## config.mk

```make
export PLATFORM = sky130hd
export DESIGN_NAME = memory
export DESIGN_NICKNAME = d
export VERILOG_FILES = /design/src/source/mem_cfg_pkg.sv /design/src/source/mem_bus_pkg.sv /design/src/source/memory_read.sv /design/src/source/memory_write.sv /design/src/source/avalon_arbiter.sv /design/src/source/memory.sv
export SDC_FILE = /design/constraint.sdc
export NUM_CORES = 1
export LEC_CHECK = 0
export BUFFER_PORTS_ARGS = -buffer_cell sky130_fd_sc_hd__buf_2
export CAP_MARGIN = 20
export CORE_MARGIN = 1.5
export CORE_UTILIZATION = 47
export DETAILED_ROUTE_END_ITERATION = 16
export MAX_ROUTING_LAYER = met4
export PLACE_DENSITY_LB_ADDON = 0.1
export SYNTH_ARGS = -nofsm -noshare
export SYNTH_HDL_FRONTEND = slang
export SYNTH_SLANG_ARGS = --single-unit
```

## constraint.sdc

```tcl
create_clock -name clk -period 7.6 [get_ports clk]
set_input_delay 0.76 -clock clk [delete_from_list [all_inputs] [get_ports clk]]
set_output_delay 0.76 -clock clk [all_outputs]
set_load 0.03 [all_outputs]
```

## src/source/mem_cfg_pkg.sv

```systemverilog
/* memory port configuration
 * widths and limits shared by the read engine, the write engine and the bus arbiter */
package mem_cfg_pkg;

    localparam int addr_w          = 32;
    localparam int data_w          = 32;
    localparam int bytes_per_dword = 4;
    localparam int dword_addr_w    = 30;
    localparam int off_w           = addr_w - dword_addr_w;    // byte offset in a dword

    localparam int max_read_bytes  = 8;
    localparam int max_write_bytes = 4;
    localparam int max_read_beats  = 3;
    localparam int burst_w         = 2;
    localparam int read_len_w      = 4;
    localparam int write_len_w     = 3;

    //--------------------------------------------------
    // derived widths
    localparam int read_data_w  = max_read_bytes * 8;
    localparam int write_data_w = max_write_bytes * 8;
    localparam int coll_w       = max_read_beats * data_w;  // read collector
    localparam int lane_w       = 2 * data_w;               // write may straddle two dwords
    localparam int be_pair_w    = 2 * bytes_per_dword;
    localparam int write_span_w = write_len_w + 1;

    // rounding terms for the dword count
    localparam logic [read_len_w-1:0] read_round  = read_len_w'(bytes_per_dword - 1);
    localparam logic [write_len_w:0]  write_round = write_span_w'(bytes_per_dword - 1);
    localparam logic [burst_w-1:0]    beats_full  = burst_w'(max_read_beats);
    localparam logic [burst_w-1:0]    one_beat    = burst_w'(1);

endpackage

```

## src/source/mem_bus_pkg.sv

```systemverilog
/* memory port bus types
 * command and response records between the engines and the arbiter, plus the FSM states */
package mem_bus_pkg;

    //--------------------------------------------------
    // engine command is valid while read or write is set
    typedef struct packed {
        logic                                    read;
        logic                                    write;
        logic [mem_cfg_pkg::dword_addr_w-1:0]    address;      // burst start dword
        logic [mem_cfg_pkg::burst_w-1:0]         burstcount;
        logic [mem_cfg_pkg::bytes_per_dword-1:0] byteenable;
        logic [mem_cfg_pkg::data_w-1:0]          writedata;
    } bus_cmd_t;

    // response back to an engine
    typedef struct packed {
        logic                           accept;     // command or write beat taken
        logic                           valid;      // read beat present
        logic                           last;       // final beat of the burst
        logic [mem_cfg_pkg::data_w-1:0] data;
    } bus_rsp_t;

    //--------------------------------------------------
    typedef enum logic [1:0] {
        rd_idle,
        rd_request,
        rd_collect,
        rd_finish
    } rd_state_e;

    typedef enum logic [1:0] {
        wr_idle,
        wr_beat,
        wr_finish
    } wr_state_e;

    typedef enum logic [1:0] {
        arb_idle,
        arb_read_cmd,
        arb_read_data,
        arb_write
    } arb_state_e;

    typedef enum logic {
        owner_read,
        owner_write
    } owner_e;

endpackage

```

## src/source/memory_read.sv

```systemverilog
/* memory read engine
 * issues one dword read burst per request and returns the bytes aligned to the address */
`timescale 1ns/1ps

module memory_read (
    input  logic                                clk,
    input  logic                                arst_n,

    input  logic                                read_do,
    input  logic [mem_cfg_pkg::addr_w-1:0]      read_address,
    input  logic [mem_cfg_pkg::read_len_w-1:0]  read_length,
    output logic                                read_done,
    output logic [mem_cfg_pkg::read_data_w-1:0] read_data,

    output mem_bus_pkg::bus_cmd_t               cmd,
    input  mem_bus_pkg::bus_rsp_t               rsp
);

mem_bus_pkg::rd_state_e state_q;

logic [mem_cfg_pkg::addr_w-1:0]      addr_q;
logic [mem_cfg_pkg::read_len_w-1:0]  len_q;
logic [mem_cfg_pkg::burst_w-1:0]     beats_q;
logic [mem_cfg_pkg::coll_w-1:0]      coll_q;    // beats shift in from the top

logic [mem_cfg_pkg::read_len_w-1:0]  span;
logic [mem_cfg_pkg::burst_w+mem_cfg_pkg::off_w+2:0] shift_bits;
logic [mem_cfg_pkg::coll_w-1:0]      aligned;
logic [mem_cfg_pkg::read_data_w-1:0] byte_mask;

//--------------------------------------------------
// dword count and byte alignment
always_comb begin
    span = {{(mem_cfg_pkg::read_len_w - mem_cfg_pkg::off_w){1'b0}},
            read_address[mem_cfg_pkg::off_w-1:0]}
           + read_length + mem_cfg_pkg::read_round;

    // skip the unused collector slots, then the start offset
    shift_bits = {mem_cfg_pkg::beats_full - beats_q, addr_q[mem_cfg_pkg::off_w-1:0], 3'b000};
    aligned    = coll_q >> shift_bits;
    byte_mask  = ~({mem_cfg_pkg::read_data_w{1'b1}} << {len_q, 3'b000});
end

always_comb begin
    cmd            = '0;
    cmd.read       = (state_q == mem_bus_pkg::rd_request);
    cmd.address    = addr_q[mem_cfg_pkg::addr_w-1:mem_cfg_pkg::off_w];
    cmd.burstcount = beats_q;
    cmd.byteenable = '1;    // whole dwords
end

//--------------------------------------------------
always_ff @(posedge clk or negedge arst_n) begin
    if (!arst_n) begin
        state_q   <= mem_bus_pkg::rd_idle;
        read_done <= 1'b0;
    end else begin
        read_done <= 1'b0;
        case (state_q)
            mem_bus_pkg::rd_idle: begin
                if (read_do) begin
                    state_q <= mem_bus_pkg::rd_request;
                end
            end
            mem_bus_pkg::rd_request: begin
                if (rsp.accept) begin
                    state_q <= mem_bus_pkg::rd_collect;
                end
            end
            mem_bus_pkg::rd_collect: begin
                if (rsp.last) begin
                    state_q <= mem_bus_pkg::rd_finish;
                end
            end
            mem_bus_pkg::rd_finish: begin
                read_done <= 1'b1;
                state_q   <= mem_bus_pkg::rd_idle;
            end
            default: state_q <= mem_bus_pkg::rd_idle;
        endcase
    end
end

always_ff @(posedge clk) begin
    if (state_q == mem_bus_pkg::rd_idle && read_do) begin
        addr_q  <= read_address;
        len_q   <= read_length;
        beats_q <= span[mem_cfg_pkg::read_len_w-1:mem_cfg_pkg::off_w];
    end
    if (rsp.valid) begin
        coll_q <= {rsp.data, coll_q[mem_cfg_pkg::coll_w-1:mem_cfg_pkg::data_w]};
    end
    if (state_q == mem_bus_pkg::rd_finish) begin
        read_data <= aligned[mem_cfg_pkg::read_data_w-1:0] & byte_mask;
    end
end

endmodule

```

## src/source/memory_write.sv

```systemverilog
/* memory write engine
 * splits a byte addressed write into one or two byte enabled dword beats */
`timescale 1ns/1ps

module memory_write (
    input  logic                                 clk,
    input  logic                                 arst_n,

    input  logic                                 write_do,
    input  logic [mem_cfg_pkg::addr_w-1:0]       write_address,
    input  logic [mem_cfg_pkg::write_len_w-1:0]  write_length,
    input  logic [mem_cfg_pkg::write_data_w-1:0] write_data,
    output logic                                 write_done,

    output mem_bus_pkg::bus_cmd_t                cmd,
    input  mem_bus_pkg::bus_rsp_t                rsp
);

mem_bus_pkg::wr_state_e state_q;
logic                   beat_q;     // second dword of the burst

logic [mem_cfg_pkg::dword_addr_w-1:0] dword_q;
logic [mem_cfg_pkg::burst_w-1:0]      beats_q;
logic [mem_cfg_pkg::lane_w-1:0]       lane_q;
logic [mem_cfg_pkg::be_pair_w-1:0]    be_q;

logic [mem_cfg_pkg::write_span_w-1:0] span;
logic [mem_cfg_pkg::lane_w-1:0]       lane_data;
logic [mem_cfg_pkg::be_pair_w-1:0]    lane_mask;
logic [mem_cfg_pkg::be_pair_w-1:0]    be_pair;

//--------------------------------------------------
// lane placement of the request
always_comb begin
    span = {{(mem_cfg_pkg::write_span_w - mem_cfg_pkg::off_w){1'b0}},
            write_address[mem_cfg_pkg::off_w-1:0]}
           + {1'b0, write_length} + mem_cfg_pkg::write_round;

    lane_data = {{mem_cfg_pkg::data_w{1'b0}}, write_data}
                << {write_address[mem_cfg_pkg::off_w-1:0], 3'b000};
    lane_mask = ~({mem_cfg_pkg::be_pair_w{1'b1}} << write_length);   // one bit per byte
    be_pair   = lane_mask << write_address[mem_cfg_pkg::off_w-1:0];
end

always_comb begin
    cmd            = '0;
    cmd.write      = (state_q == mem_bus_pkg::wr_beat);
    cmd.address    = dword_q;
    cmd.burstcount = beats_q;
    cmd.byteenable = beat_q ? be_q[mem_cfg_pkg::be_pair_w-1:mem_cfg_pkg::bytes_per_dword]
                            : be_q[mem_cfg_pkg::bytes_per_dword-1:0];
    cmd.writedata  = beat_q ? lane_q[mem_cfg_pkg::lane_w-1:mem_cfg_pkg::data_w]
                            : lane_q[mem_cfg_pkg::data_w-1:0];
end

//--------------------------------------------------
always_ff @(posedge clk or negedge arst_n) begin
    if (!arst_n) begin
        state_q    <= mem_bus_pkg::wr_idle;
        beat_q     <= 1'b0;
        write_done <= 1'b0;
    end else begin
        write_done <= 1'b0;
        case (state_q)
            mem_bus_pkg::wr_idle: begin
                if (write_do) begin
                    state_q <= mem_bus_pkg::wr_beat;
                    beat_q  <= 1'b0;
                end
            end
            mem_bus_pkg::wr_beat: begin
                if (rsp.last) begin
                    state_q <= mem_bus_pkg::wr_finish;
                end else if (rsp.accept) begin
                    beat_q <= 1'b1;   // move on to the upper dword
                end
            end
            mem_bus_pkg::wr_finish: begin
                write_done <= 1'b1;
                state_q    <= mem_bus_pkg::wr_idle;
            end
            default: state_q <= mem_bus_pkg::wr_idle;
        endcase
    end
end

always_ff @(posedge clk) begin
    if (state_q == mem_bus_pkg::wr_idle && write_do) begin
        dword_q <= write_address[mem_cfg_pkg::addr_w-1:mem_cfg_pkg::off_w];
        beats_q <= span[mem_cfg_pkg::write_span_w-1:mem_cfg_pkg::off_w];
        lane_q  <= lane_data;
        be_q    <= be_pair;
    end
end

endmodule

```

## src/source/avalon_arbiter.sv

```systemverilog
/* Avalon master arbiter
 * grants the bus to one engine per burst, counts its beats and steers the responses back */
`timescale 1ns/1ps

module avalon_arbiter (
    input  logic                                    clk,
    input  logic                                    arst_n,

    input  mem_bus_pkg::bus_cmd_t                   read_cmd,
    input  mem_bus_pkg::bus_cmd_t                   write_cmd,
    output mem_bus_pkg::bus_rsp_t                   read_rsp,
    output mem_bus_pkg::bus_rsp_t                   write_rsp,

    output logic [mem_cfg_pkg::dword_addr_w-1:0]    avm_address,
    output logic [mem_cfg_pkg::burst_w-1:0]         avm_burstcount,
    output logic [mem_cfg_pkg::bytes_per_dword-1:0] avm_byteenable,
    output logic [mem_cfg_pkg::data_w-1:0]          avm_writedata,
    output logic                                    avm_read,
    output logic                                    avm_write,
    input  logic                                    avm_waitrequest,
    input  logic                                    avm_readdatavalid,
    input  logic [mem_cfg_pkg::data_w-1:0]          avm_readdata
);

mem_bus_pkg::arb_state_e state_q;
mem_bus_pkg::owner_e     owner_q;   // last owner, current owner while busy
mem_bus_pkg::owner_e     grant;
mem_bus_pkg::owner_e     owner;
mem_bus_pkg::bus_cmd_t   sel_cmd;

logic [mem_cfg_pkg::burst_w-1:0] burst_q;
logic [mem_cfg_pkg::burst_w-1:0] burst_len;
logic [mem_cfg_pkg::burst_w-1:0] beat_q;
logic                            accept;
logic                            beat_event;
logic                            last;

//--------------------------------------------------
// grant and command mux
always_comb begin
    if (read_cmd.read && write_cmd.write) begin
        grant = (owner_q == mem_bus_pkg::owner_read) ? mem_bus_pkg::owner_write
                                                     : mem_bus_pkg::owner_read;
    end else if (write_cmd.write) begin
        grant = mem_bus_pkg::owner_write;
    end else begin
        grant = mem_bus_pkg::owner_read;
    end

    owner   = (state_q == mem_bus_pkg::arb_idle) ? grant : owner_q;
    sel_cmd = (owner == mem_bus_pkg::owner_write) ? write_cmd : read_cmd;

    avm_address    = sel_cmd.address;
    avm_burstcount = sel_cmd.burstcount;
    avm_byteenable = sel_cmd.byteenable;
    avm_writedata  = sel_cmd.writedata;
    avm_read       = sel_cmd.read && (state_q == mem_bus_pkg::arb_idle ||
                                      state_q == mem_bus_pkg::arb_read_cmd);
    avm_write      = sel_cmd.write && (state_q == mem_bus_pkg::arb_idle ||
                                       state_q == mem_bus_pkg::arb_write);

    accept     = (avm_read || avm_write) && !avm_waitrequest;
    burst_len  = (state_q == mem_bus_pkg::arb_idle) ? sel_cmd.burstcount : burst_q;
    beat_event = (avm_write && !avm_waitrequest) ||
                 (state_q == mem_bus_pkg::arb_read_data && avm_readdatavalid);
    last       = beat_event && (beat_q + mem_cfg_pkg::one_beat == burst_len);
end

// responses only reach the owner
always_comb begin
    read_rsp  = '0;
    write_rsp = '0;
    if (owner == mem_bus_pkg::owner_read) begin
        read_rsp.accept = accept;
        read_rsp.valid  = (state_q == mem_bus_pkg::arb_read_data) && avm_readdatavalid;
        read_rsp.last   = last;
        read_rsp.data   = avm_readdata;
    end else begin
        write_rsp.accept = accept;
        write_rsp.last   = last;
    end
end

//--------------------------------------------------
always_ff @(posedge clk or negedge arst_n) begin
    if (!arst_n) begin
        state_q <= mem_bus_pkg::arb_idle;
        owner_q <= mem_bus_pkg::owner_write;   // read engine wins the first tie
        beat_q  <= '0;
    end else begin
        if (last) begin
            beat_q <= '0;
        end else if (beat_event) begin
            beat_q <= beat_q + mem_cfg_pkg::one_beat;
        end

        case (state_q)
            mem_bus_pkg::arb_idle: begin
                if (read_cmd.read || write_cmd.write) begin
                    owner_q <= grant;
                end
                if (avm_read) begin
                    state_q <= accept ? mem_bus_pkg::arb_read_data : mem_bus_pkg::arb_read_cmd;
                end else if (avm_write && !last) begin
                    state_q <= mem_bus_pkg::arb_write;
                end
            end
            mem_bus_pkg::arb_read_cmd: begin
                if (accept) begin
                    state_q <= mem_bus_pkg::arb_read_data;
                end
            end
            mem_bus_pkg::arb_read_data, mem_bus_pkg::arb_write: begin
                if (last) begin
                    state_q <= mem_bus_pkg::arb_idle;
                end
            end
            default: state_q <= mem_bus_pkg::arb_idle;
        endcase
    end
end

always_ff @(posedge clk) begin
    if (state_q == mem_bus_pkg::arb_idle) begin
        burst_q <= sel_cmd.burstcount;    // held for the whole burst
    end
end

endmodule

```

## src/source/memory.sv

```systemverilog
/* memory port top level
 * read and write engines sharing one Avalon master through the arbiter */
`timescale 1ns/1ps

module memory (
    input  logic                                    clk,
    input  logic                                    arst_n,

    input  logic                                    read_do,
    input  logic [mem_cfg_pkg::addr_w-1:0]          read_address,
    input  logic [mem_cfg_pkg::read_len_w-1:0]      read_length,
    output logic                                    read_done,
    output logic [mem_cfg_pkg::read_data_w-1:0]     read_data,

    input  logic                                    write_do,
    input  logic [mem_cfg_pkg::addr_w-1:0]          write_address,
    input  logic [mem_cfg_pkg::write_len_w-1:0]     write_length,
    input  logic [mem_cfg_pkg::write_data_w-1:0]    write_data,
    output logic                                    write_done,

    // Avalon master
    output logic [mem_cfg_pkg::dword_addr_w-1:0]    avm_address,
    output logic [mem_cfg_pkg::burst_w-1:0]         avm_burstcount,
    output logic [mem_cfg_pkg::bytes_per_dword-1:0] avm_byteenable,
    output logic [mem_cfg_pkg::data_w-1:0]          avm_writedata,
    output logic                                    avm_read,
    output logic                                    avm_write,
    input  logic                                    avm_waitrequest,
    input  logic                                    avm_readdatavalid,
    input  logic [mem_cfg_pkg::data_w-1:0]          avm_readdata
);

mem_bus_pkg::bus_cmd_t read_cmd;
mem_bus_pkg::bus_cmd_t write_cmd;
mem_bus_pkg::bus_rsp_t read_rsp;
mem_bus_pkg::bus_rsp_t write_rsp;

//--------------------------------------------------
memory_read memory_read_inst (
    .clk            (clk),
    .arst_n         (arst_n),
    .read_do        (read_do),
    .read_address   (read_address),
    .read_length    (read_length),
    .read_done      (read_done),
    .read_data      (read_data),
    .cmd            (read_cmd),     // to arbiter
    .rsp            (read_rsp)
);

memory_write memory_write_inst (
    .clk            (clk),
    .arst_n         (arst_n),
    .write_do       (write_do),
    .write_address  (write_address),
    .write_length   (write_length),
    .write_data     (write_data),
    .write_done     (write_done),
    .cmd            (write_cmd),    // to arbiter
    .rsp            (write_rsp)
);

//--------------------------------------------------
avalon_arbiter avalon_arbiter_inst (
    .clk                (clk),
    .arst_n             (arst_n),
    .read_cmd           (read_cmd),
    .write_cmd          (write_cmd),
    .read_rsp           (read_rsp),
    .write_rsp          (write_rsp),
    .avm_address        (avm_address),
    .avm_burstcount     (avm_burstcount),
    .avm_byteenable     (avm_byteenable),
    .avm_writedata      (avm_writedata),
    .avm_read           (avm_read),
    .avm_write          (avm_write),
    .avm_waitrequest    (avm_waitrequest),
    .avm_readdatavalid  (avm_readdatavalid),
    .avm_readdata       (avm_readdata)
);

endmodule

```

# After elaboration in Yosys (flattened, before gate mapping)
# Index checks and enable logic that the tools add are counted.
# classes
mux	32
shifts	5
n_reduce_logical	28
magnitude_cmp	0
div_mod_pow	0
eq_ne	19
n_addsub	6
multipliers	0
n_bitwise	3
# ops
cell	count
96-bit by 7-bit >> shifter with 64-bit output	1
70-bit 2-to-1 mux	1
64-bit bitwise AND	1
64-bit inverter	1
32-bit by 5-bit << shifter with 64-bit output	1
64-bit by 7-bit << shifter with 64-bit output, first input constant	1
35-bit 2-to-1 mux	1
32-bit 2-to-1 mux	1
2-bit 2-to-1 mux	13
2-bit != test, second input constant	6
1-bit 2-to-1 mux	11
2-bit equality test, second input constant	5
1-bit logical AND	10
4-bit by 2-bit adder with 4-bit output, second input constant	2
8-bit inverter	1
2-bit one-hot mux with 4 select lines	1
8-bit by 2-bit << shifter with 8-bit output	1
8-bit by 3-bit << shifter with 8-bit output, first input constant	1
2-bit by 1-bit equality test with 1-bit output, second input constant	3
2-bit logical NOT	3
2-bit by 1-bit != test with 1-bit output, second input constant	3
2-bit one-hot mux with 3 select lines	1
3-bit AND reduction	2
1-bit logical OR	5
other kinds (14)	17
# word_totals
regBits	316
out_inout_bits	136
latch_bits	0
elab_cells	112
rom_bits	0
n_memories	0
in_bits	141
mem_bits_rw	0

# Longest topological paths before layout
# Gate-level depths: netlist (run 1).
# logic_depth
depth_word	14
ltp_mapped	11
depth_no_buf	10

# Cells and area by module
# A second synthesis (run 1) with hierarchy kept.
# unflattened
cells_unflattened	1151
area_unflattened_um2	16679.7
# by_module_without_submodules
mod	area_per_inst_um2	seq_area_each_um2	n_inst	cells_per_inst
memory_read	10197.3	6020.8	1	634
memory_write	4581.9	2982.9	1	290
avalon_arbiter	1900.6	166.4	1	227

# Worst setup path before layout (run 1)
# Ideal clock, no wire load.
# synth_timing
path_kind	register -> register
start	reg avalon_arbiter_inst.state_q[0]
end	reg memory_read_inst.state_q[1]
required_ns	7.472
period_less_slack_ns	4.402
n_path_buf	1
stages_incl_launch_ff	10
setup_slack_ns	3.198
arrival_ns	4.275
setup_time_ns	0.128
path_cell_list	dfrtp_1 inv_1 ha_1 buf_2 nor2b_1 a31oi_1 and3_1 nand3_1 a21oi_1 mux2_1
# synth_via
elab_chain_len	10
elab_cells_between_ends	22
cone_classes	eq/ne (6); mux (4); reduce/logical (12)
# synth_rtl
item	line	source
start, declared	avalon_arbiter.sv:25	mem_bus_pkg::arb_state_e state_q;
start signal, assigned	avalon_arbiter.sv:87	state_q <= mem_bus_pkg::arb_idle;
start signal, assigned	avalon_arbiter.sv:103	state_q <= accept ? mem_bus_pkg::arb_read_data : mem_bus_pkg::arb_read_cmd;
start signal, assigned	avalon_arbiter.sv:105	state_q <= mem_bus_pkg::arb_write;
parallel branches: the longest is 7 deep, another holds 70-bit 2-to-1 mux	--	
35-bit 2-to-1 mux *	avalon_arbiter.sv:73	if (owner == mem_bus_pkg::owner_read) begin
2-bit by 1-bit != test with 1-bit output (no source line)	--	
3-bit AND reduction (no source line) *	--	
end signal, assigned	memory_read.sv:72	state_q <= mem_bus_pkg::rd_finish;
end signal, assigned	memory_read.sv:77	state_q <= mem_bus_pkg::rd_idle;
end signal, assigned	memory_read.sv:79	default: state_q <= mem_bus_pkg::rd_idle;
end, declared	memory_read.sv:19	mem_bus_pkg::rd_state_e state_q;
# Every way passes the cells marked *.
# A chain may end at the register's enable or synchronous reset.

# Worst setup path after layout (run 1)
# layout_timing
start	reg avalon_arbiter_inst.state_q[0]
end	out avm_address[25] in the netlist's numbering
# layout_via
elab_chain_len	3
# layout_rtl
item	line	source
2-bit logical NOT	avalon_arbiter.sv:50	owner = (state_q == mem_bus_pkg::arb_idle) ? grant : owner_q;
1-bit 2-to-1 mux	avalon_arbiter.sv:50	
70-bit 2-to-1 mux	avalon_arbiter.sv:51	sel_cmd = (owner == mem_bus_pkg::owner_write) ? write_cmd : read_cmd;
end, declared	memory.sv:22	output logic [mem_cfg_pkg::dword_addr_w-1:0] avm_address,
# Every way passes these cells.

==> metrics, run 1 <==
post-route antenna net violation count 0; slew at the pin closest to its max-slew limit 1.070 ns; fraction of synthesized area in multiplexers 15.88%; layout cell share with drive strength beyond 1 32.00%; first-pass GRT wire length around 54 mm; CTS resizes 0; R2R depth 7; Critical R2R Capture memory_read_inst.coll_q[65]; Cell variety after synth 55; min setup slack post-route 3.401 ns; Relative slew margins 28.67%; Reg-to-Reg Start avalon_arbiter_inst.state_q[0]; DP HPWL 25.05 mm; slowest stage delay, CP roughly 0.55 ns; DIE HEIGHT 181.5 um; drt drc 0; Fin. Hold Viols 0; Fmax approximately 240 MHz; Worst path depth 8; Main synth FF type edfxtp_1; pwr dens 386.9 nW/um^2; Die X 181.5 um; skew final 0.008418 ns; synthesized-area fraction occupied by and/or/nand/nor cells around 10%; post-synthesis compound-gate area fraction 8.552%; async set-reset flop share out of synthesis under 10%; unrepaired setup endpoints after global routing false; post-CTS setup buffer count 0; Synth Register Bits slightly above 300; area of the core between 30000 and 40000 um^2; Tot GR Track Use 21.65%; R2R Setup Slk 4.11 ns; WP data required 6.84 ns; sequential element share of the synthesized area 61.21%; cell count after synthesis 1139; Detailed Route Iter0 Violations 766; Final period util 55.25%; post-synthesis xor/xnor area fraction 0.2338%; Max clock buf depth 3; synthesized area 14980 um^2; CP Launch Type register; slowest library cell on the worst path buf_4; Vias/cell roughly 5.3; crit path DAT between 3 and 4 ns; GRT overflow 0; status complete, no violations; Worst Setup End Kind output pin; Post-synth EDFFs around 290; H-tree Lvls 2; worst min path class input port to async pin; cell mode on critical path buf_4; largest net degree at the start of global routing 88; Rows 65; routability cong. 0.8625; number of synthesis warnings 0; vias in the first global route 9564; CP Buf/Inv Count 4; synthesized netlist net count 1294; CP Cell Sequence inv_1 > ha_1 > nor2b_1 > a31oi_4 > buf_4 > buf_4 > mux2_2 > buf_2; Starting Density 47.60%; worst-skew pair later-pin latency 0.50 ns; PortBufs 276; CTS tree yes; synthesis-to-finish area growth 18.80%; syn_area_per_cell 13.15 um^2; worst vdd ir 0.3114 mV; area of the die 32960 um^2; CTS Buf Count 35; pre-CTS WS 3.893 ns; CTS root buf clkbuf_16; # fillers 2620; I/O pins between 200 and 300; hold buffer count at CTS 0; Setup TNS Final 0 ns; clock sinks 308; CTS clk-pin slew, worst paths 0.06 ns; Crit path max-delay family buffers and inverters; final-report max-slew violation count 0; kind of critical path register to output pin; Max-cap violations 0; nets@finish 1554; Routed WL 34.97 mm; area share of fa/ha/maj cells after synthesis 1.269%; largest family of logic cells by synthesized area multiplexers; final setup vio count 0; CP Max Fanout 52; DR WL/cell between 15 and 20 um; Pre-antenna DRT Iters 6; Final min period 4.199 ns; antenna violations before repair 11; leak pwr 6.971 nW; routed vias 9795
==> where the power goes <==
part | switching [mW] | internal [mW] | total (mW)
clock network | 0.632 | 0.928 | 1.56
registers | 0.163 | 2.38 | 2.54
logic | 1.86 | 0.924 | 2.78
==> metal layers <==
metal  wire length (um)  GRT usage, %  part of all wire (%)
met4                756         6.233                   2.2
met3               3012         6.298                   8.6
met1              16290         30.50                    47
met5                  0             -                     0
met2              14910         30.45                    43
==> how the worst max path moves through the flow <==
stage                                             end                      startpoint  slack (ns)
after floorplan           memory_read_inst.state_q[1]  avalon_arbiter_inst.state_q[0]        3.20
after global placement                 avm_address[0]  avalon_arbiter_inst.state_q[0]        3.98
after detailed placement               avm_address[0]  avalon_arbiter_inst.state_q[1]        3.89
after CTS                              avm_address[0]  avalon_arbiter_inst.state_q[1]        3.35
after global routing                  avm_address[24]  avalon_arbiter_inst.state_q[1]        3.13
final                                 avm_address[25]  avalon_arbiter_inst.state_q[0]        3.40
==> state kept, by name, indices dropped and copies added (netlist names), 4 cells and up <==
name,cells
memory_write_inst.lane_q,56
memory_write_inst.dword_q,30
memory_read_inst.addr_q,32
memory_write_inst.be_q,8
memory_read_inst.coll_q,96
memory_read_inst.len_q,4
memory_read_inst.read_data,64
==> synthesized netlist by cell type (all sizes together) (23+ instances only) <==
cell	instances	area share, %
nor2b	23	0.96
and2	52	2.2
edfxtp	294	59
mux4	24	3.6
o21ai	41	1.4
nand2	54	1.4
mux2i	99	6.6
a21oi	65	2.2
buf	37	1.3
a22oi	35	1.8
clkbuf	34	0.85
nor2	148	3.7
mux2	75	5.6
==> cell usage in the layout, fill, tap and decap left out, types with 17 or more instances in the layout <==
| master | synthesis | final |
|---|---|---|
| a22oi_1 | 35 | 35 |
| nor2b_1 | 23 | 23 |
| a21oi_1 | 65 | 65 |
| o21ai_0 | 38 | 38 |
| a211oi_1 | 18 | 18 |
| nand2_1 | 54 | 54 |
| mux2_2 | 74 | 74 |
| mux4_2 | 24 | 24 |
| and2_1 | 52 | 51 |
| nand2b_1 | 17 | 17 |
| mux2i_1 | 98 | 98 |
| clkbuf_16 | 0 | 37 |
| nor2_1 | 148 | 148 |
| buf_2 | 25 | 277 |
| edfxtp_1 | 294 | 294 |
==> cell type report <==
type / count / area, um^2 / share of cell area [%]
Sequential cell: 308 / 9170 / 51.52
Multi-Input combinational cell: 741 / 5450 / 30.62
Timing Repair Buffer: 294 / 1514 / 8.506
Clock buffer: 46 / 969.7 / 5.448
Tap cell: 402 / 503.0 / 2.826
Clock inverter: 14 / 91.34 / 0.5132
Inverter: 19 / 72.57 / 0.4077
Antenna cell: 11 / 27.53 / 0.1547
==> cell families after synthesis <==
group / count (synthesis)
fa+ha+maj: 14
simple gates: 322
mux: 198
flops: 308
xor+xnor: 4
buf+inv: 90
compound gates: 203
==> metrics by stage <==
| stage | util [%] | instance area (um^2) | total power, mW | std cells | hold slack [ns] |
|---|---|---|---|---|---|
| 4_1_cts | 56.40 | 17750 | 6.945 | 1821 | 0.1189 |
| 3_3_place_gp | 53.03 | 16690 | 5.343 | 1761 | 0.4642 |
| 5_1_grt | 56.55 | 17800 | 7.253 | 1835 | 0.1284 |
| 6_report | 56.55 | 17800 | 6.886 | 1835 | 0.1386 |
| 2_1_floorplan | - | 14980 | 4.621 | 1139 | 0.4432 |
| 3_5_place_dp | 53.03 | 16690 | 5.367 | 1761 | 0.4570 |
Power figures use the tool's default switching activity.
==> run 2, diff against run 1 <==
==> constraint.sdc (replaced) <==
create_clock -name clk -period 4 [get_ports clk]
set_input_delay 0.4 -clock clk [delete_from_list [all_inputs] [get_ports clk]]
set_output_delay 0.4 -clock clk [all_outputs]
set_load 0.03 [all_outputs]
==> run 2 against run 1 <==
- worst setup slack lost 2.8 ns
- hold slack lost 0.070 ns
- via count grew 0.39%
- first-iteration DRC count shrank 0.39%
- critical path type unchanged
- largest power group unchanged
- highest routed layer unchanged
==> metrics, run 2 (synthesized netlist as in run 1, its figures left out) <==
status complete, no violations (unchanged); Worst path depth 8 (unchanged); Routed WL 34.88 mm (was 34.97 mm); Tot GR Track Use 21.76% (was 21.65%); CP Max Fanout 86 (was 52); PortBufs 276 (unchanged); CP Launch Type register (unchanged); slowest stage delay, CP 0.43 ns (was 0.55 ns); area of the multi-input gates 5450 um^2 (unchanged); antenna violations before repair 14 (was 11); Max clock buf depth 3 (unchanged); R2R Setup Slk 1.34 ns (was 4.11 ns); pre-CTS WS 1.111 ns (was 3.893 ns); worst vdd ir 0.5725 mV (was 0.3114 mV); DIE HEIGHT 181.5 um (unchanged); Max-cap violations 0 (unchanged); biggest regs memory_read_inst.coll_q (96), memory_read_inst.read_data (64), memory_write_inst.lane_q (56) (unchanged); Final min period 3.394 ns; # fillers 2658 (was 2620); Starting Density 47.60% (unchanged); area of the core 31470 um^2 (unchanged); Reg area 9170 um^2 (unchanged); Fin. Hold Viols 0 (unchanged); WP data required 3.60 ns (was 6.84 ns); max reg flops 96 (unchanged); Vias/cell 5.327 (was 5.338); pwr dens 749.9 nW/um^2 (was 386.9 nW/um^2); crit path DAT 2.99 ns (was 3.44 ns); R2R depth 8 (was 7); H-tree Lvls 2 (unchanged); Relative slew margins 27.27% (was 28.67%); CTS resizes 0 (unchanged); Rows 65 (unchanged); drt drc 0 (unchanged); Setup TNS Final 0 ns (unchanged); Die X 181.5 um (unchanged); DR WL/cell 18.90 um (was 19.06 um); layout cell share with drive strength beyond 1 32.96% (was 32.00%); synthesis-to-finish area growth 20.58% (was 18.80%); CTS clk-pin slew, worst paths 0.06 ns (about the same); CTS Buf Count 34 (was 35); vias in the first global route 9521 (was 9564); Fmax a little under 300 MHz; Crit path max-delay family buffers and inverters (unchanged); clock sinks 308 (unchanged); skew final 0.01025 ns (was 0.008418 ns); slew at the pin closest to its max-slew limit 1.091 ns (was 1.070 ns); CTS root buf clkbuf_16 (unchanged); GRT overflow 0 (unchanged); routability cong. 0.8833 (was 0.8625); CP Buf/Inv Count 3 (was 4); Critical Path Start avalon_arbiter_inst.state_q[0] (unchanged); Pre-antenna DRT Iters 5 (was 6); Final period util between 80% and 90%; Detailed Route Iter0 Violations 763 (was 766); final-report max-slew violation count 0 (unchanged); first-pass GRT wire length 53.91 mm (was 53.62 mm); CP Cell Sequence inv_1 > ha_1 > nor2b_1 > a31oi_4 > buf_12 > nor2_1 > and2_1 > buf_2 (was inv_1 > ha_1 > nor2b_1 > a31oi_4 > buf_4 > buf_4 > mux2_2 > buf_2); kind of critical path register to output pin (unchanged); worst min path class input port to register (was input port to async pin); register bank with the most flops memory_read_inst.coll_q (unchanged); DP HPWL 25.17 mm (was 25.05 mm); slowest library cell on the worst path ha_1 (was buf_4); min setup slack post-route 0.6061 ns (was 3.401 ns); Critical R2R Capture memory_read_inst.state_q[1] (was memory_read_inst.coll_q[65]); post-route antenna net violation count 0 (unchanged); most frequent cells in the layout edfxtp_1, buf_2, nor2_1 (unchanged); worst-skew pair later-pin latency 0.50 ns (about the same); nets@finish 1559 (was 1554); Reg-to-Reg Start avalon_arbiter_inst.state_q[0] (unchanged); final setup vio count 0 (unchanged); Worst Setup End Kind output pin (unchanged); CTS tree yes (unchanged); leak pwr 7.076 nW (was 6.971 nW); routed vias 9833 (was 9795); Setup crit end avm_writedata[24] (was avm_address[25]); most common cell after layout, fill and taps aside edfxtp_1 (unchanged); unrepaired setup endpoints after global routing false (unchanged); area of the die 32960 um^2 (unchanged); largest net degree at the start of global routing 92 (was 88); I/O pins 277 (unchanged)
==> run 2: per-layer routing <==
metal / wire length [um] / global-route usage (%) / vias to the layer above
met3: 3019 / 6.278 / 46
met5: 0 / - / -
met2: 15270 / 31.94 / 368
met4: 818 / 6.233 / 0
met1: 15780 / 29.55 / 4606
li1: - / - / 4813
==> run 2: worst min-delay path by stage <==
stage                          start                            end  slack [ns]  cells past startpoint
finish              read_address[16]    memory_read_inst.addr_q[16]        0.07                      1
global route        read_address[30]    memory_read_inst.addr_q[30]        0.04                      1
CTS                 read_address[12]    memory_read_inst.addr_q[12]        0.04                      1
detailed placement            arst_n   memory_write_inst.write_done        0.31                      1
global placement              arst_n     memory_read_inst.read_done        0.31                      1
floorplan                     arst_n  avalon_arbiter_inst.beat_q[0]        0.10                      0
==> run 2: timing repair <==
| item | in CTS | in global routing |
|---|---|---|
| hold buffers | 1 | 0 |
| setup buffers | 0 | 0 |
| hold endpoints to repair | 11 | 0 |
==> run 2: through the flow <==
stage / std cells / cell area, um^2 / util [%] / hold WS (ns) / total power, mW
6_report: 1846 / 18060 / 57.40 / 0.06887 / 13.55
3_5_place_dp: 1768 / 16790 / 53.35 / 0.3145 / 10.24
3_3_place_gp: 1768 / 16790 / 53.35 / 0.3063 / 10.19
4_1_cts: 1830 / 18020 / 57.25 / 0.04481 / 13.66
5_1_grt: 1845 / 18060 / 57.39 / 0.04490 / 14.23
2_1_floorplan: 1139 / 14980 / - / 0.1044 / 8.769
==> run 2: worst reg2reg max path, delay by kind of cell (launching register included) <==
kind | cells | cell delay [ns]
buffers and inverters | 1 | 0.14
flip-flops | 1 | 0.40
multiplexers | 1 | 0.34
adder cells (fa/ha/maj) | 1 | 0.43
AO/OA/AOI/OAI | 2 | 0.54
AND/OR/NAND/NOR | 3 | 0.69
==> run 2: where the power goes <==
| part | leakage [nW] | internal [mW] | switching, mW |
|---|---|---|---|
| combinational | 3.60 | 1.80 | 3.47 |
| clock | 0.578 | 2.13 | 1.24 |
| sequential | 2.90 | 4.51 | 0.388 |
| total | 7.08 | 8.45 | 5.10 |
==> run 2: layout make-up <==
type / instances / share of cell area, %
Clock inverter: 19 / 1.745
Antenna cell: 15 / 0.2078
Clock buffer: 42 / 4.994
Multi-Input combinational cell: 741 / 30.17
Timing Repair Buffer: 300 / 8.935
Inverter: 19 / 0.4017
Sequential cell: 308 / 50.76
Tap cell: 402 / 2.784
==> run 3, diff against run 2 <==
--- a/config.mk
+++ b/config.mk
@@ -5,6 +5,7 @@
 export SDC_FILE = /design/constraint.sdc
 export NUM_CORES = 1
 export LEC_CHECK = 0
+export ABC_AREA = 1
 export BUFFER_PORTS_ARGS = -buffer_cell sky130_fd_sc_hd__buf_2
 export CAP_MARGIN = 20
 export CORE_MARGIN = 1.5
==> constraint.sdc (replaced) <==
create_clock -name clk -period 2.9 [get_ports clk]
set_input_delay 0.29 -clock clk [delete_from_list [all_inputs] [get_ports clk]]
set_output_delay 0.29 -clock clk [all_outputs]
set_load 0.03 [all_outputs]
==> run 3 against run 2 <==
- first-iteration DRC count grew 37%
- register-to-register slack lost 0.83 ns
- sequential cell count is the same
- power grew 40%
- critical path type unchanged
==> metrics, run 3 <==
most frequent cells in the layout nand2_1, edfxtp_1, buf_2 (was edfxtp_1, buf_2, nor2_1); DR WL/cell 18.02 um (was 18.90 um); syn_area_per_cell 9.855 um^2 (was 13.15 um^2); CTS root buf clkbuf_16 (unchanged); CP Cell Sequence inv_1 > ha_1 > nand2_2 > nand4_4 > nand2_8 > clkinv_8 > buf_16 > a21oi_1 > buf_2 (was inv_1 > ha_1 > nor2b_1 > a31oi_4 > buf_12 > nor2_1 > and2_1 > buf_2); synthesis-to-finish area growth 25.44% (was 20.58%); Post-Layout Cell Count 2285 (was 1846); Die X 181.3 um (was 181.5 um); Synth Register Bits 308 (unchanged); uppermost layer routed met4 (unchanged); top cells by area, synth edfxtp_1, nand2_1, o21ai_0 (was edfxtp_1, mux2i_1, mux2_2); Max-cap violations 0 (unchanged); Fmax ~370 MHz; vias in the first global route 11316 (was 9521); Internal Pwr Total 10.76 mW (was 8.446 mW); leak pwr 7.932 nW (was 7.076 nW); worst-skew pair later-pin latency 0.58 ns (was 0.50 ns); first-pass GRT wire length 62.65 mm (was 53.91 mm); Fin. Hold Viols 0 (unchanged); Starting Density 47.62% (was 47.60%); pwr dens 1012 nW/um^2 (was 749.9 nW/um^2); register bank with the most flops memory_read_inst.coll_q (unchanged); synthesized area 14950 um^2 (was 14980 um^2); crit path DAT 2.42 ns (was 2.99 ns); met2 routed WL 17.89 mm (was 15.27 mm); Pre-antenna DRT Iters 6 (was 5); most common cell after layout, fill and taps aside nand2_1 (was edfxtp_1); CTS tree yes (unchanged); Max clock buf depth 3 (unchanged); CP Launch Type register (unchanged); Relative slew margins 35.01% (was 27.27%); final setup vio count 0 (unchanged); antenna violations before repair 7 (was 14); clock share of power 20.4% (was 24.9%); routability cong. 0.9301 (was 0.8833); Seq pwr share 34.5% (was 36.2%); status complete, no violations (unchanged); biggest regs memory_read_inst.coll_q (96), memory_read_inst.read_data (64), memory_write_inst.lane_q (56) (unchanged); Rows 65 (unchanged); kind of critical path register to output pin (unchanged); Vias/cell 5.224 (was 5.327); worst vdd ir 0.7044 mV (was 0.5725 mV); M1 wire length 18.19 mm (was 15.78 mm); pre-CTS WS 0.4371 ns (was 1.111 ns); GRT overflow 0 (unchanged); Final period util approximately 93%; drt drc 0 (unchanged); area of the die 32890 um^2 (was 32960 um^2); DIE HEIGHT 181.3 um (was 181.5 um); Design Power 18.97 mW (was 13.55 mW); met3 wire len 3.678 mm (was 3.019 mm); max reg flops 96 (unchanged); nets@finish 2005 (was 1559); Cell variety after synth 44 (was 55); slowest stage delay, CP 0.40 ns (was 0.43 ns); placed cells 2142 (was 1768); Final min period 2.710 ns; CTS clk-pin slew, worst paths 0.06 ns (about the same); async set-reset flop share out of synthesis 3.896% (unchanged); I/O pins 277 (unchanged); Comb pwr share 45.1% (was 38.9%); skew final 0.01106 ns (was 0.01025 ns); Synth area leader edfxtp_1 (unchanged); WP data required 2.61 ns (was 3.60 ns); synthesized netlist net count 1672 (was 1294); CP Max Fanout 37 (was 86); Tot GR Track Use 25.27% (was 21.76%); most common cell in the synthesized netlist nand2_1 (was edfxtp_1); unrepaired setup endpoints after global routing false (unchanged); PortBufs 276 (unchanged); routed vias 11936 (was 9833); Setup TNS Final 0 ns (unchanged); area of the core 31390 um^2 (was 31470 um^2); layout cell share with drive strength beyond 1 21.97% (was 32.96%); Net Sw Frac 43.28% (was 37.65%); NetSw 8.211 mW (was 5.101 mW); Post-synth EDFFs 294 (unchanged); slowest library cell on the worst path dfrtp_1 (was ha_1); Routed WL 41.18 mm (was 34.88 mm); Main synth FF type edfxtp_1 (unchanged); post-layout util 59.74% (was 57.40%); sequential element share of the synthesized area 61.34% (was 61.21%); clock sinks 308 (unchanged); cell count after synthesis 1517 (was 1139); largest net degree at the start of global routing 109 (was 92); DP HPWL 28.34 mm (was 25.17 mm); final-report max-slew violation count 0 (unchanged); slew at the pin closest to its max-slew limit 0.9748 ns (was 1.091 ns); post-route antenna net violation count 0 (unchanged); synth cell count leaders nand2_1, edfxtp_1, nor2_1 (was edfxtp_1, nor2_1, mux2i_1); CTS Buf Count 31 (was 34); H-tree Lvls 1 (was 2); Detailed Route Iter0 Violations 1044 (was 763); worst min path class input port to register (unchanged); Worst Setup End Kind output pin (unchanged); min setup slack post-route 0.1905 ns (was 0.6061 ns); number of synthesis warnings 0 (unchanged); share of the synthesized area in the top cell type 59.06% (was 58.93%)
-- run 3: changes by cell type after synthesis, sizes merged, moves of 42 or more --
cell / change
a21oi: +44
o21ai: +99
nand2: +382
mux2: -75
nand3: +52
and2: -52
inv: +73
mux2i: -42
-- run 3: cells by family after synthesis --
family	after synthesis	share of synthesized area (%)
AOI/OAI and AO/OA	289	10.50
DFF	308	61.34
muxes	57	3.817
adders and majority gates	14	1.272
xor gates and xnor gates	2	0.1172
buffers and inverters	186	4.972
and+or+nand+nor	661	17.98
-- run 3: path summary, 6_finish.rpt --
| kind | from | cells after the start | end | slack [ns] |
|---|---|---|---|---|
| worst max-delay path | memory_read_inst.state_q[1] | 9 | avm_writedata[20] | 0.19 |
| worst min-delay path | avm_readdata[20] | 3 | memory_read_inst.coll_q[84] | 0.02 |
| worst max register to register | memory_read_inst.state_q[1] | 8 | memory_read_inst.coll_q[64] | 0.51 |
| worst min register to register | memory_read_inst.coll_q[57] | 0 | memory_read_inst.coll_q[25] | 0.45 |
| max in group asynchronous | arst_n | 2 | avalon_arbiter_inst.owner_q | 2.48 |
| min in group asynchronous | arst_n | 2 | avalon_arbiter_inst.beat_q[0] | 0.13 |
-- run 3: final cells by class --
type,count,area [um^2]
Fill cell,2704,12640
Sequential cell,308,9170
Multi-Input combinational cell,1023,5067
Timing Repair Buffer,392,2630
Clock buffer,38,832.0
Tap cell,402,503.0
Inverter,94,374.1
Clock inverter,20,156.4
Antenna cell,8,20.02
-- run 3: what timing repair did --
item | 4_1_cts | 5_1_grt
endpoints found under the hold margin | 84 | 0
endpoints found under the setup margin | 32 | 43
cloned | 0 | 1
gates resized for setup | 1 | 6
hold buffers | 73 | 0
buffers inserted | 0 | 3
pin swaps | 0 | 1
-- run 3: stage by stage --
step	hold WS, ns	instance area [um^2]
final	0.01652	18750
after global routing	0.02882	18750
after CTS	0.002521	18640
after detailed placement	0.2040	16920
after global placement	0.1993	16920
after floorplan	-0.005591	15000
-- run 3: power by group through the flow --
stage          Clock (mW)  Combinational, mW  Sequential, mW
5_1_grt              4.08               9.28            6.64
3_3_place_gp            0               8.08            6.61
3_5_place_dp            0               8.12            6.64
2_1_floorplan           0               5.26            7.01
6_report             3.88               8.55            6.55
4_1_cts              3.94               8.23            6.55
-- run 3: critical path: cells and delay by family (launching register included) --
family	cells	cell delay, ns
adders and majority gates	1	0.24
DFF	1	0.40
and+or+nand+nor	3	0.38
buffers and inverters	4	0.64
AOI/OAI and AO/OA	1	0.16
-- run 3: per-layer routing --
| layer | vias up | global-route usage (%) |
|---|---|---|
| met5 | - | - |
| met4 | 0 | 8.467 |
| met3 | 75 | 5.463 |
| met2 | 526 | 37.18 |
| met1 | 5475 | 34.82 |
| li1 | 5860 | - |
